`src/common/um245Pkg.sv`:
```
package um245Pkg;

    // host command opcodes, one command per cycle when valid
    typedef enum logic [1:0] {
        opNop    = 2'd0,
        opRxByte = 2'd1,  // byte arrives from the USB side
        opGrant  = 2'd2,  // allow data more bytes to be written by the CPU
        opTxPull = 2'd3   // take one written byte out of the tx FIFO
    } HostOp;

    // 11 bits
    typedef struct packed {
        logic       valid;
        HostOp      op;
        logic [7:0] data;
    } HostCmd;

    // answer to opTxPull, one cycle after the command
    typedef struct packed {
        logic       valid;
        logic       empty;  // tx FIFO had nothing to give
        logic [7:0] data;
    } HostResp;

    // single cycle error pulses
    typedef struct packed {
        logic badRead;     // rdN fell while rxfN high
        logic badWrite;    // wr fell while txeN high
        logic rxOverflow;  // opRxByte with rx FIFO full
    } PortErr;

    // default FIFO depth in bytes, power of two
    localparam int DefDepth = 16;

    // default recovery after a read or a write, in cycles
    localparam int DefRecover = 3;

    // transmit credit saturates here
    localparam logic [7:0] CreditMax = 8'hFF;

endpackage

```
`src/rtl/byteFifo.sv`:
```
module byteFifo #(
    parameter int Depth = um245Pkg::DefDepth
) (
    input  logic       _RD,
    input  logic       reset,
    input  logic       push,
    input  logic       pop,
    input  logic [7:0] pushData,
    output logic [7:0] headData,
    output logic       empty,
    output logic       full
);

    localparam int AddrW = $clog2(Depth);

    logic [7:0]     mem [Depth];
    logic [AddrW:0] wrPtr;  // extra msb tells full from empty
    logic [AddrW:0] rdPtr;
    logic           pushOk;
    logic           popOk;

    assign empty = (wrPtr == rdPtr);
    assign full  = (wrPtr[AddrW-1:0] == rdPtr[AddrW-1:0]) && (wrPtr[AddrW] != rdPtr[AddrW]);

    // drop illegal requests instead of corrupting the pointers
    assign pushOk = push && !full;
    assign popOk  = pop && !empty;

    // first word fall through, head always visible
    assign headData = mem[rdPtr[AddrW-1:0]];

    always_ff @(posedge _RD) begin
        if (reset) begin
            wrPtr <= '0;
            rdPtr <= '0;
        end else begin
            if (pushOk) begin
                wrPtr <= wrPtr + 1'b1;
            end
            if (popOk) begin
                rdPtr <= rdPtr + 1'b1;
            end
        end
    end

    always_ff @(posedge _RD) begin
        if (pushOk) begin
            mem[wrPtr[AddrW-1:0]] <= pushData;
        end
    end

    // the flag logic around each FIFO must keep these from happening
    pushNotFull: assert property (
        @(posedge _RD) disable iff (reset)
        push |-> !full
    ) else $error("byteFifo push while full");

    popNotEmpty: assert property (
        @(posedge _RD) disable iff (reset)
        pop |-> !empty
    ) else $error("byteFifo pop while empty");

endmodule

```
`src/um245/um245Port.sv`:
```
module um245Port #(
    parameter int RdRecover = um245Pkg::DefRecover,
    parameter int WrRecover = um245Pkg::DefRecover
) (
    input  logic              _RD,
    input  logic              reset,

    // CPU bus
    input  logic [7:0]        dataIn,
    input  logic              wr,
    input  logic              rdN,
    output logic [7:0]        dataOut,
    output logic              dataOe,
    output logic              txeN,
    output logic              rxfN,

    // FIFO side
    input  logic [7:0]        rxHead,
    input  logic              rxEmpty,
    input  logic              txFull,
    input  logic              txGrant,
    output logic              rxPop,
    output logic              txPush,
    output logic [7:0]        txData,

    output um245Pkg::PortErr  err
);

    localparam int RdCntW = $clog2(RdRecover + 1);
    localparam int WrCntW = $clog2(WrRecover + 1);

    logic              wrPrev;
    logic              rdNPrev;
    logic              wrFall;
    logic              rdFall;
    logic              rdRise;
    logic              readAccept;
    logic              readActive;  // between accepted rdN fall and its rise
    logic [RdCntW-1:0] rdCnt;
    logic [WrCntW-1:0] wrCnt;

    // previous samples of the strobes
    always_ff @(posedge _RD) begin
        if (reset) begin
            wrPrev  <= 1'b0;  // wr idles low
            rdNPrev <= 1'b1;  // rdN idles high
        end else begin
            wrPrev  <= wr;
            rdNPrev <= rdN;
        end
    end

    assign wrFall = wrPrev && !wr;
    assign rdFall = rdNPrev && !rdN;
    assign rdRise = !rdNPrev && rdN;

    assign readAccept = rdFall && !rxfN;

    // write strobe takes the byte in the same cycle
    assign txPush = wrFall && !txeN;
    assign txData = dataIn;

    // the byte leaves the FIFO only at the end of the read
    assign rxPop = readActive && rdRise;

    always_ff @(posedge _RD) begin
        if (reset) begin
            readActive <= 1'b0;
        end else if (readAccept) begin
            readActive <= 1'b1;
        end else if (rdRise) begin
            readActive <= 1'b0;
        end
    end

    assign dataOe  = readActive;
    assign dataOut = rxHead;

    // rx ready flag with read recovery
    always_ff @(posedge _RD) begin
        if (reset) begin
            rdCnt <= '0;
            rxfN  <= 1'b1;
        end else if (rxPop) begin
            rdCnt <= RdCntW'(RdRecover - 1);
            rxfN  <= 1'b1;
        end else if (rdCnt != '0) begin
            rdCnt <= rdCnt - 1'b1;
            rxfN  <= 1'b1;
        end else begin
            rxfN  <= rxEmpty;
        end
    end

    // tx ready flag needs credit, space and no recovery
    always_ff @(posedge _RD) begin
        if (reset) begin
            wrCnt <= '0;
            txeN  <= 1'b1;
        end else if (txPush) begin
            wrCnt <= WrCntW'(WrRecover - 1);
            txeN  <= 1'b1;
        end else if (wrCnt != '0) begin
            wrCnt <= wrCnt - 1'b1;
            txeN  <= 1'b1;
        end else begin
            txeN  <= !(txGrant && !txFull);
        end
    end

    // strobes against a busy flag move nothing
    assign err = '{
        badRead:    rdFall && rxfN,
        badWrite:   wrFall && txeN,
        rxOverflow: 1'b0
    };

    // an accepted write is followed by the full recovery window
    wrRecovery: assert property (
        @(posedge _RD) disable iff (reset)
        txPush |=> txeN [*WrRecover]
    ) else $error("um245Port write recovery broken");

    // bus is only driven when a byte is really there
    oeNeedsData: assert property (
        @(posedge _RD) disable iff (reset)
        $rose(dataOe) |-> !rxfN && !rxEmpty
    ) else $error("um245Port dataOe rose without data");

endmodule

```
`src/rtl/hostLink.sv`:
```
module hostLink (
    input  logic              _RD,
    input  logic              reset,
    input  um245Pkg::HostCmd  cmd,

    // rx FIFO write side
    output logic              rxPush,
    output logic [7:0]        rxData,
    input  logic              rxFull,

    // tx FIFO read side
    input  logic [7:0]        txHead,
    input  logic              txEmpty,
    output logic              txPop,

    input  logic              txPush,   // accepted CPU write, uses one credit
    output logic              txGrant,
    output um245Pkg::HostResp resp,
    output logic              rxOverflow
);

    import um245Pkg::*;

    logic       isRx;
    logic       isGrant;
    logic       isPull;
    logic [7:0] credit;
    logic [8:0] creditSum;
    logic       respValid;
    logic       respEmpty;
    logic [7:0] respData;

    always_comb begin
        isRx    = 1'b0;
        isGrant = 1'b0;
        isPull  = 1'b0;
        if (cmd.valid) begin
            case (cmd.op)
                opNop:    ;
                opRxByte: isRx    = 1'b1;
                opGrant:  isGrant = 1'b1;
                opTxPull: isPull  = 1'b1;
                default:  ;
            endcase
        end
    end

    assign rxPush     = isRx && !rxFull;
    assign rxOverflow = isRx && rxFull;  // byte is lost
    assign rxData     = cmd.data;

    assign txPop = isPull && !txEmpty;

    // grant and write may land in the same cycle
    assign creditSum = {1'b0, credit} + (isGrant ? {1'b0, cmd.data} : 9'd0) - {8'd0, txPush};

    always_ff @(posedge _RD) begin
        if (reset) begin
            credit <= '0;
        end else if (creditSum > {1'b0, CreditMax}) begin
            credit <= CreditMax;
        end else begin
            credit <= creditSum[7:0];
        end
    end

    assign txGrant = (credit != 8'd0);

    // pull answer one cycle after the command
    always_ff @(posedge _RD) begin
        if (reset) begin
            respValid <= 1'b0;
            respEmpty <= 1'b0;
        end else begin
            respValid <= isPull;
            respEmpty <= isPull && txEmpty;
        end
    end

    always_ff @(posedge _RD) begin
        respData <= txHead;
    end

    assign resp = '{valid: respValid, empty: respEmpty, data: respData};

    // port must never take a write without credit
    creditFloor: assert property (
        @(posedge _RD) disable iff (reset)
        txPush |-> credit != 8'd0
    ) else $error("hostLink credit would go below zero");

endmodule

```
`src/rtl/um245Bridge.sv`:
```
module um245Bridge #(
    parameter int Depth     = um245Pkg::DefDepth,
    parameter int RdRecover = um245Pkg::DefRecover,
    parameter int WrRecover = um245Pkg::DefRecover
) (
    input  logic              _RD,
    input  logic              reset,

    // CPU side
    input  logic [7:0]        dataIn,
    input  logic              wr,
    input  logic              rdN,
    output logic [7:0]        dataOut,
    output logic              dataOe,
    output logic              txeN,
    output logic              rxfN,

    // host side
    input  um245Pkg::HostCmd  hostCmd,
    output um245Pkg::HostResp hostResp,

    output um245Pkg::PortErr  portErr
);

    import um245Pkg::*;

    logic [7:0] rxHead;
    logic [7:0] rxData;
    logic       rxEmpty;
    logic       rxFull;
    logic       rxPush;
    logic       rxPop;
    logic [7:0] txHead;
    logic [7:0] txData;
    logic       txEmpty;
    logic       txFull;
    logic       txPush;
    logic       txPop;
    logic       txGrant;
    logic       rxOverflow;
    PortErr     cpuErr;  // strobe errors from the port

    um245Port #(
        .RdRecover (RdRecover),
        .WrRecover (WrRecover)
    ) u_um245Port (
        ._RD     (_RD),
        .reset   (reset),
        .dataIn  (dataIn),
        .wr      (wr),
        .rdN     (rdN),
        .dataOut (dataOut),
        .dataOe  (dataOe),
        .txeN    (txeN),
        .rxfN    (rxfN),
        .rxHead  (rxHead),
        .rxEmpty (rxEmpty),
        .txFull  (txFull),
        .txGrant (txGrant),
        .rxPop   (rxPop),
        .txPush  (txPush),
        .txData  (txData),
        .err     (cpuErr)
    );

    hostLink u_hostLink (
        ._RD        (_RD),
        .reset      (reset),
        .cmd        (hostCmd),
        .rxPush     (rxPush),
        .rxData     (rxData),
        .rxFull     (rxFull),
        .txHead     (txHead),
        .txEmpty    (txEmpty),
        .txPop      (txPop),
        .txPush     (txPush),
        .txGrant    (txGrant),
        .resp       (hostResp),
        .rxOverflow (rxOverflow)
    );

    // host to CPU
    byteFifo #(.Depth(Depth)) rxFifo (
        ._RD      (_RD),
        .reset    (reset),
        .push     (rxPush),
        .pop      (rxPop),
        .pushData (rxData),
        .headData (rxHead),
        .empty    (rxEmpty),
        .full     (rxFull)
    );

    // CPU to host
    byteFifo #(.Depth(Depth)) txFifo (
        ._RD      (_RD),
        .reset    (reset),
        .push     (txPush),
        .pop      (txPop),
        .pushData (txData),
        .headData (txHead),
        .empty    (txEmpty),
        .full     (txFull)
    );

    assign portErr = '{
        badRead:    cpuErr.badRead,
        badWrite:   cpuErr.badWrite,
        rxOverflow: rxOverflow
    };

endmodule

```
`config.mk`:
```
export PLATFORM = sky130hd
export DESIGN_NAME = um245Bridge
export DESIGN_NICKNAME = d
export VERILOG_FILES = /design/src/common/um245Pkg.sv /design/src/rtl/byteFifo.sv /design/src/um245/um245Port.sv /design/src/rtl/hostLink.sv /design/src/rtl/um245Bridge.sv
export SDC_FILE = /design/constraint.sdc
export NUM_CORES = 1
export LEC_CHECK = 0
export BUFFER_PORTS_ARGS = -buffer_cell sky130_fd_sc_hd__buf_2
export CORE_UTILIZATION = 45
export DETAILED_ROUTE_END_ITERATION = 10
export GPL_ROUTABILITY_DRIVEN = 0
export GPL_TIMING_DRIVEN = 0
export PLACE_DENSITY = 0.71
export SYNTH_ARGS = -nofsm -noshare
export SYNTH_HDL_FRONTEND = slang
export SYNTH_SLANG_ARGS = --single-unit
```
`constraint.sdc`:
```
create_clock -name _RD -period 3.6 [get_ports _RD]
set_clock_uncertainty 0.15 [all_clocks]
set_input_delay 0.72 -clock _RD [delete_from_list [all_inputs] [get_ports _RD]]
set_output_delay 0.72 -clock _RD [all_outputs]
set_load 0.02 [all_outputs]
```
==> reports/qor.tcl <==
set qor(power.leakage_nw) 4.96
set qor(setup_repair_after_global_routing_missed_its_margin) {no}
set qor(initialDrtViolationCount) 491
set qor(ys.warnings.count) 0
set qor(worst_setup_path_end_kind) {output port}
set qor(synthDominantCellAreaShare_pct) 60.6
set qor(initial_antenna_violation_count) 0
set qor(post_synthesis_share_of_cell_area_spent_on_full_adders_half_adders_and_majority_gates_pct) 2.72
set qor(cts_setup_buffers) 0
set qor(synth_cells) 714
set qor(finish.net_count) 845
set qor(grt_pass1_wl_um) 37300
set qor(worst_skew_pair.late_latency_ns) 0.56
set qor(cts_resized) 0
set qor(rows) 61
set qor(grt.total_usage_pct) 17.3
set qor(clockRootBuffer) {sky130_fd_sc_hd__clkbuf_16}
set qor(max-cap-violations) 0
set qor(floorplan.initialDensity_pct) 45.7
set qor(timing.hold.worst.start) {rdN}
set qor(cts_max_level) 1
set qor(vias) 6439
set qor(synth.most_common_cell) {sky130_fd_sc_hd__edfxtp_1}
set qor(synth_mux_area_share_pct) 14.7
set qor(numPlacedInstances) 1140
set qor(outcome) {finished clean}
set qor(worstHoldPathCells) 2
set qor(clk_transition_reported_paths_ns) 0.06
set qor(die_width_um) 170
set qor(instances_no_fill) 1196
set qor(top_cells_by_area_synth) {sky130_fd_sc_hd__edfxtp_1 61%, sky130_fd_sc_hd__dfxtp_1 8.0%, sky130_fd_sc_hd__mux4_2 7.8%, sky130_fd_sc_hd__mux4_1 5.8%, sky130_fd_sc_hd__ha_1 2.6%}
set qor(floorplan.die.height_um) 170
set qor(synthesis_to_finish_area_growth_pct) 14.1
set qor(min_period_ns) 3.47
set qor(fp.coreArea_um2) 27800
set qor(netlist_top_cells_count) {256 x sky130_fd_sc_hd__edfxtp_1, 51 x sky130_fd_sc_hd__dfxtp_1, 44 x sky130_fd_sc_hd__mux4_2, 34 x sky130_fd_sc_hd__inv_1, 30 x sky130_fd_sc_hd__a21oi_1}
set qor(yosysSeqAreaShare_pct) 68.6
set qor(path_class) {reg2out}
set qor(fin_setup_tns_ns) 0
set qor(ys_ff_latch) 307
set qor(synth_enable_flop_cells) 256
set qor(reg2reg_from) {u_um245Port.wrPrev}
set qor(floorplan.die_area_um2) 28900
set qor(highest_fanout_seen_on_the_critical_path) 10
set qor(tritoncts_clock_tree) {built}
set qor(synth_simple_gate_area_share_pct) 5.79
set qor(fmaxAchievable_mhz) 288
set qor(ant_nets) 0
set qor(rr_endpoint) {u_hostLink.credit[5]}
set qor(clock_path_buffers) 3
set qor(ratio_of_cells_with_drive_above_1_in_the_final_layout_pct) 20.7
set qor(hold_viol) 0
set qor(worstPathArrival_ns) 2.60
set qor(cts_buffers) 31
set qor(detailedRoute.firstPassIterationCount) 4
set qor(cell_pwr_density_nw_per_um2) 566
set qor(place_hpwl_um) 15900
set qor(overall_power_mw) 8.20
set qor(worst_r2r_path_depth) 10
set qor(finalHoldWorstSlack_ns) 0.235
set qor(antenna-diode-count) 0
set qor(tightestPinTransition_ns) 0.996
set qor(worstSetupStartpointType) {flip-flop}
set qor(worst_hold_check_path_type) {in2reg}
set qor(grt_pass1_vias) 6380
set qor(drcViolationCount) 0
set qor(floorplan.io_pins) 47
set qor(tritoncts_num_sinks) 307
set qor(synth-xor-area-share_pct) 2.00
set qor(mappedNetlistArea_um2) 12700
set qor(io_buffer_count) 46
set qor(synth_compound_area_share_pct) 3.35
set qor(max-vdd-ir-drop_v) 0.000378
set qor(post_drt_wl_per_cell_um) 20.2
set qor(synth_top_family_by_area) {multiplexers}
set qor(ys_async_sr_fraction_pct) 0
set qor(timing.critical_path.required_ns) 2.73
set qor(yosys.cell_types.count) 52
set qor(largest_net_degree_at_the_start_of_global_routing) 18
set qor(globalRouteOverflowTotal) 0
set qor(stdcell_area_um2) 14500
set qor(setup.reg_to_reg.worst_slack_ns) 0.65
set qor(routed_wl_um) 24200
set qor(timing_max_transition_violations_final) 0
set qor(maxSlewHeadroom_pct) 33.5
set qor(placed_area_um2) 13400
set qor(setup_viol_count_final) 0
set qor(synth_area_leader_cell) {sky130_fd_sc_hd__edfxtp_1}
set qor(num-fill-cells) 2261
set qor(detail_route.vias_per_cell) 5.38
set qor(hold_endpoint) {u_um245Port.rdNPrev}
set qor(post_synth_top_flop) {sky130_fd_sc_hd__edfxtp_1}
set qor(post_cts_hold_buffer_count) 0
set qor(synth.avg_cell_area_um2) 17.8
set qor(fin_crit_sh_pct) 96.4
set qor(synthesis.nets) 764
## metal layers
layer | track usage [%] | wire (um)
met5 | 0 | 0
met4 | 4.74 | 412
met3 | 2.33 | 1130
met2 | 28.2 | 11900
met1 | 24.4 | 10700
## cells by family (layout without fill, tap and decap cells)
group,count (synthesis),after routing
compound gates,65,65
xor+xnor,29,29
fa+ha+maj,27,27
buf+inv,70,174
flops,307,307
mux,86,86
simple gates,130,130
## worst max path at each step
stage | start | to | slack [ns] | cells after the start
3_3_place_gp | hostCmd[8] | u_hostLink.credit[5] | -0.08 | 12
6_report | flip-flop | dataOut[0] | 0.13 | 4
4_1_cts | flip-flop | dataOut[0] | 0.06 | 4
5_1_grt | flip-flop | dataOut[5] | 0.003 | 4
2_1_floorplan | hostCmd[8] | u_hostLink.credit[0] | 0.60 | 11
3_5_place_dp | hostCmd[8] | u_hostLink.credit[5] | -0.08 | 12
## registers in the layout (all words and copies together), names as in the netlist, 2 cells and up, named ones only
name / count
rxFifo.mem: 128
rxFifo.rdPtr: 5
rxFifo.wrPtr: 5
txFifo.mem: 128
txFifo.rdPtr: 5
txFifo.wrPtr: 5
u_hostLink.credit: 8
u_hostLink.respData: 8
u_um245Port.rdCnt: 2
u_um245Port.wrCnt: 2
## report_power, final
group | internal, mW | total (mW) | switching (mW)
logic | 0.386 | 0.919 | 0.533
registers | 3.91 | 3.94 | 0.0309
clock network | 2.03 | 3.34 | 1.31
## placed cells by master, fill, tap and decap left out, drive strengths merged, types with 10 or more instances in the layout
| cell type | count |
|---|---|
| a211oi | 16 |
| clkinv | 10 |
| inv | 37 |
| buf | 73 |
| dfxtp | 51 |
| nor2 | 28 |
| xnor2 | 21 |
| ha | 26 |
| edfxtp | 256 |
| and3 | 29 |
| nand2 | 15 |
| nor2b | 17 |
| mux4 | 72 |
| nand3 | 11 |
| a21oi | 31 |
| mux2i | 12 |
| clkbuf | 49 |
## through the flow
stage | worst slack (ns) | utilization [%]
6_report | 0.128 | 52.1
2_1_floorplan | 0.598 | -
4_1_cts | 0.0578 | 52.1
5_1_grt | 0.00285 | 52.1
3_3_place_gp | -0.0783 | 48.2
3_5_place_dp | -0.0802 | 48.2
## layout make-up
class / instances / area, um^2 / share of cell area, %
tap: 378 / 473 / 3.27
buffer: 36 / 226 / 1.56
inverter: 34 / 128 / 0.882
clock buffer: 38 / 853 / 5.89
clock inverter: 18 / 219 / 1.51
multi-input combinational: 337 / 3630 / 25.1
timing repair buffer: 48 / 240 / 1.66
sequential: 307 / 8710 / 60.2
## critical path, cell delays in order (launching register included)
cell	delay, ns
sky130_fd_sc_hd__dfxtp_1	0.40
sky130_fd_sc_hd__buf_1	0.51
sky130_fd_sc_hd__mux4_1	0.44
sky130_fd_sc_hd__mux4_2	0.51
sky130_fd_sc_hd__buf_2	0.18
No activity file was read; power rests on OpenSTA's default activity.
